--- config.mk ---
export PLATFORM = sky130hd
export DESIGN_NAME = render_regs
export DESIGN_NICKNAME = d
export VERILOG_FILES = /design/src/design/render_cfg.svh /design/src/design/render_pkg.sv /design/src/design/render_regs.sv
export SDC_FILE = /design/constraint.sdc
export NUM_CORES = 1
export LEC_CHECK = 0
export BUFFER_PORTS_ARGS = -buffer_cell sky130_fd_sc_hd__buf_2
export CORE_ASPECT_RATIO = 0.75
export CORE_MARGIN = 3
export CORE_UTILIZATION = 44
export CTS_CLUSTER_SIZE = 8
export DETAILED_ROUTE_END_ITERATION = 6
export GPL_TIMING_DRIVEN = 1
export PLACE_DENSITY = 0.87
export SYNTH_ARGS = -nofsm -noshare
export SYNTH_HDL_FRONTEND = slang
export SYNTH_SLANG_ARGS = --single-unit
--- constraint.sdc ---
create_clock -name clk -period 3.8 [get_ports clk]
set_input_delay 0.76 -clock clk [delete_from_list [all_inputs] [get_ports clk]]
set_output_delay 0.76 -clock clk [all_outputs]
set_load 0.01 [all_outputs]
--- src/design/render_cfg.svh ---
`ifndef RENDER_CFG_SVH
`define RENDER_CFG_SVH

// screen size in pixels.
`define RENDER_WIDTH  32
`define RENDER_HEIGHT 24

// 1 drops triangles with negative signed area.
`define RENDER_CULL   1

`endif

--- src/design/render_pkg.sv ---
package render_pkg;

    // signed fixed point, 16 integer and 16 fraction bits.
    typedef logic signed [31:0] q16_16_t;

    typedef logic [15:0] coord_t; // screen pixel coordinate.
    typedef logic [11:0] color12_t; // 4 bits per channel, r in the top nibble.

    // depth written by the screen fill.
    localparam q16_16_t FAR_DEPTH = 32'sh7fff_ffff;

endpackage

--- src/design/render_regs.sv ---
`timescale 1ns/1ps

module render_regs (
    input  logic                 clk,
    input  logic                 rst,
    input  logic                 reg_wr,
    input  logic [1:0]           reg_addr,
    input  render_pkg::q16_16_t  reg_data,
    output render_pkg::color12_t fill_color,
    output render_pkg::q16_16_t  focal_length,
    output render_pkg::q16_16_t  cam_x,
    output render_pkg::q16_16_t  cam_y
);
    import render_pkg::*;

    localparam q16_16_t UNIT = 32'sh0001_0000; // 1.0

    always_ff @(posedge clk or posedge rst) begin
        if (rst) begin
            fill_color   <= '0;
            focal_length <= UNIT;
            cam_x        <= '0;
            cam_y        <= '0;
        end else if (reg_wr) begin
            case (reg_addr)
                2'd0: fill_color <= reg_data[11:0]; // colour sits in the low bits.
                2'd1: focal_length <= reg_data;
                2'd2: cam_x <= reg_data;
                default: cam_y <= reg_data;
            endcase
        end
    end

endmodule

Word level (Yosys, flattened, before mapping)
Cells that the tools add are included.
{"block": "op_classes", "n_eq_ne": 2, "bitwise_logic": 1, "n_reduce_logical": 6}
{"operator": "AND reduction 2 bit", "count": 4}
{"operator": "OR reduction 3 bit", "count": 1}
{"operator": "== test 2 x 1 -> 1 bit (second input constant)", "count": 1}
{"operator": "== test 2 bit (second input constant)", "count": 1}
{"operator": "logical NOT 2 bit", "count": 1}
{"operator": "inverter 1 bit", "count": 1}
{"block": "word_totals", "regBits": 108, "in_bits": 37, "elab_cells": 13}

Longest topological paths before layout
{"block": "logic_depth", "ltp_word": 4, "depth_mapped": 3, "mapped_depth_nobuf": 2}

Least setup slack after synthesis
Ideal clock, no wire load.
{"block": "synth_timing", "kind": "input-to-reg", "start": "in reg_addr[1]", "end": "reg fill_color[0]", "arrival_ns": 1.562, "t_required_ns": 3.675, "slack_ns": 2.114, "path_stages": 3, "path_buffers": 1, "cell_sequence": "nor3b_2 > buf_2 > mux2_2"}
{"block": "synth_via", "elab_chain_cells": 2}
{"element": "from (decl)", "line_no": "render_regs.sv:7", "text": "input logic [1:0] reg_addr,"}
{"element": "logical NOT 2 bit", "line_no": "render_regs.sv:25", "text": "case (reg_addr)"}
{"element": "AND reduction 2 bit (no source line)"}
{"element": "to (signal assigned)", "line_no": "render_regs.sv:26", "text": "2'd0: fill_color <= reg_data[11:0];"}
{"element": "to (decl)", "line_no": "render_regs.sv:9", "text": "output render_pkg::color12_t fill_color,"}
Every way passes these cells.
A chain may end at the register's enable or synchronous reset.

Final worst setup path
{"block": "layout_timing", "start": "in reg_addr[1]", "end": "reg focal_length[4]"}
{"block": "layout_via", "elab_chain_cells": 2}
{"element": "== test 2 x 1 -> 1 bit", "line_no": "render_regs.sv:25"}
{"element": "AND reduction 2 bit (no source line)"}
{"element": "to (signal assigned)", "line_no": "render_regs.sv:27", "text": "2'd1: focal_length <= reg_data;"}
{"element": "to (decl)", "line_no": "render_regs.sv:10", "text": "output render_pkg::q16_16_t focal_length,"}
Every way passes these cells.

==> results.cfg <==
[status]
outcome = completed

[clock_tree]
cts_root_buf = clkbuf_16
clock_sinks = 108
worstSkewPairLatency_ns = 0.33
postCtsHoldBufs = 0
cts.clk_slew.worst_paths_ns = 0.07
post_cts_buffers = 0
cts_inserted_buffers = 9
post_cts_resized = 0
clockBufferDepth = 2
h-tree-depth = 3
cts_tree = built

[die]
pin_count = 145
fp.dieH_um = 88.64
start_util = 0.4620
die_x_um = 116.2
rows = 29
die_area_mm2 = 0.01030
core_area_mm2 = 0.008672

[routing]
met2_length_um = 4307
vias = 2468
wl_per_cell_um = 17.31
drc = 0
top_layer = met4
via_per_inst = 5.006
wl_met3_um = 648
ant_nets = 0
wirelength_um = 8536
firstDrtPassIters = 4
routedLengthMet1_um = 3482
drt_iter0_drc = 72

[placement]
place_hpwl_um = 6159
dpl_worst_slack_ns = 1.237
routabilityCongestion = 0.7083
dp_cells = 477
io_buffers = 144

[logic_synthesis]
yosys_warnings = 0
avgSynthCellArea_um2 = 17.34
yosysUniqueCellTypes = 8
syn_area_mm2 = 0.004006
syn-num-nets = 268
ys_seq_area_frac = 0.6749
ys_seq_elements = 108
syn_inst = 231

[grt]
grt_max_degree = 43
track_usage = 0.1693
grt_pass1_wl_um = 13180
grt_pass1_vias = 2651
grt_antenna_before_repair = 0
grt-ovfl-total = 0

[timing]
final_hold_viol_count = 0
fin_crit_ns = 2.194
clock_skew_ns = 0
post-route-period-util = 0.5775
finalSetupTns_ns = 0
max_freq_mhz = 455.7
rsz0062_at_grt = no
slew_viol_final = 0
finalWorstSetupSlack_ns = 1.606
finalSetupViolations = 0
relSlewSlack = 0.2556
worst_slew_pin_slew_ns = 1.112

[setup_path]
arrival_ns = 2.41
reg2reg_to = focal_length[26]$_DFFE_PP0P_
end_kind = flop
critical_path.slowest_cell = nand3b_1
crit_start = reg_addr[1]
start_kind = input pin
r2r_cells = 1
crit_chain = buf_2 > nand3b_1 > buf_4 > mux2_2
critical_path_class = input pin to flop
r2r_slack_ns = 3.01
endpoint = focal_length[4]$_DFFE_PP0P_
reg2reg_from = focal_length[26]$_DFFE_PP0P_
critPathRequiredTime_ns = 4.01
cp_max_fo = 18
critPathMaxStageDelay_ns = 0.72

[power]
power_density_mw_per_mm2 = 591.1
power.leakage_nw = 2.488
total_power_mw = 3.047
ir_worst_vdd_uv = 336.2

[job]
maxCapViolCount = 0

[layout]
drive_above_1_share = 0.7117
fill_cells = 700
utilization = 0.5944
area_growth_pct = 28.67
nets = 417
fin_cells = 493
n_antenna_cell = 0

[hold_path]
min_path_type = input pin to async pin
## per-stage QoR
stage | area [µm²] | hold slack (ns)
after floorplan | 4006 | 0.5500
after global placement | 4850 | 0.4821
after detailed placement | 4850 | 0.4873
after CTS | 5155 | 0.4744
after global routing | 5155 | 0.5021
final | 5155 | 0.4592
## metal layers
metal	track usage	up-vias
met1	0.1917	1251
met4	0.04215	0
li1	-	1115
met5	0	-
met3	0.06767	13
met2	0.3023	89
## sequential cells by signal, indices dropped and copies added, names as in the netlist
signal        cells
fill_color       12
cam_y            32
cam_x            32
focal_length     32
## critical path, delay by kind of cell
kind / cells / cell delay [ns]
AND/OR/NAND/NOR: 1 / 0.72
buffers and inverters: 2 / 0.62
multiplexers: 1 / 0.30
## power by group
| part | total (mW) | internal (mW) | switching [mW] |
|---|---|---|---|
| combinational | 0.644 | 0.331 | 0.313 |
| sequential | 1.48 | 1.37 | 0.109 |
| clock | 0.925 | 0.547 | 0.378 |
## cell usage after synthesis
cell / count / area [µm²]
nand3b_1: 2 / 15.01
nor3b_2: 1 / 12.51
inv_1: 1 / 3.750
nand3_1: 1 / 5.000
mux2_2: 108 / 1216
dfstp_2: 1 / 26.28
buf_2: 10 / 50.05
dfrtp_1: 107 / 2678
## worst min-delay path by stage
stage / end / slack, ns / cells past startpoint / from
floorplan: cam_y[29]$_DFFE_PP0P_ / 0.55 / 1 / cam_y[29]$_DFFE_PP0P_
global placement: cam_y[21]$_DFFE_PP0P_ / 0.48 / 1 / cam_y[21]$_DFFE_PP0P_
detailed placement: focal_length[3]$_DFFE_PP0P_ / 0.49 / 1 / focal_length[3]$_DFFE_PP0P_
CTS: cam_x[16]$_DFFE_PP0P_ / 0.47 / 2 / rst
global route: cam_x[16]$_DFFE_PP0P_ / 0.50 / 2 / rst
finish: cam_x[16]$_DFFE_PP0P_ / 0.46 / 2 / rst
## layout by cell type, fill, tap and decap left out, types with 2 or more instances in the layout
master      instances
buf_2             144
buf_4               4
clkbuf_1            2
clkbuf_16           9
clkbuf_8            2
clkinvlp_4          2
dfrtp_1           107
mux2_2            108
nand3b_1            2
## cell type report
cell class,count,area (µm²),share of cell area
sequential,108,2704,0.5245
tap,108,135.1,0.02621
clock inverter,3,45.04,0.008738
clock buffer,13,260.3,0.05049
multi-input combinational,112,1254,0.2432
timing repair buffer,148,750.7,0.1456
inverter,1,6.256,0.001214
## cell families (layout without fill, tap and decap cells)
kind of cell,Yosys count,count (layout),share of synthesized area
multiplexers,108,108,0.3036
flip-flops,108,108,0.6749
AND/OR/NAND/NOR,4,4,0.008117
buffers and inverters,11,165,0.01343
No activity file was read; power rests on OpenSTA's default activity.
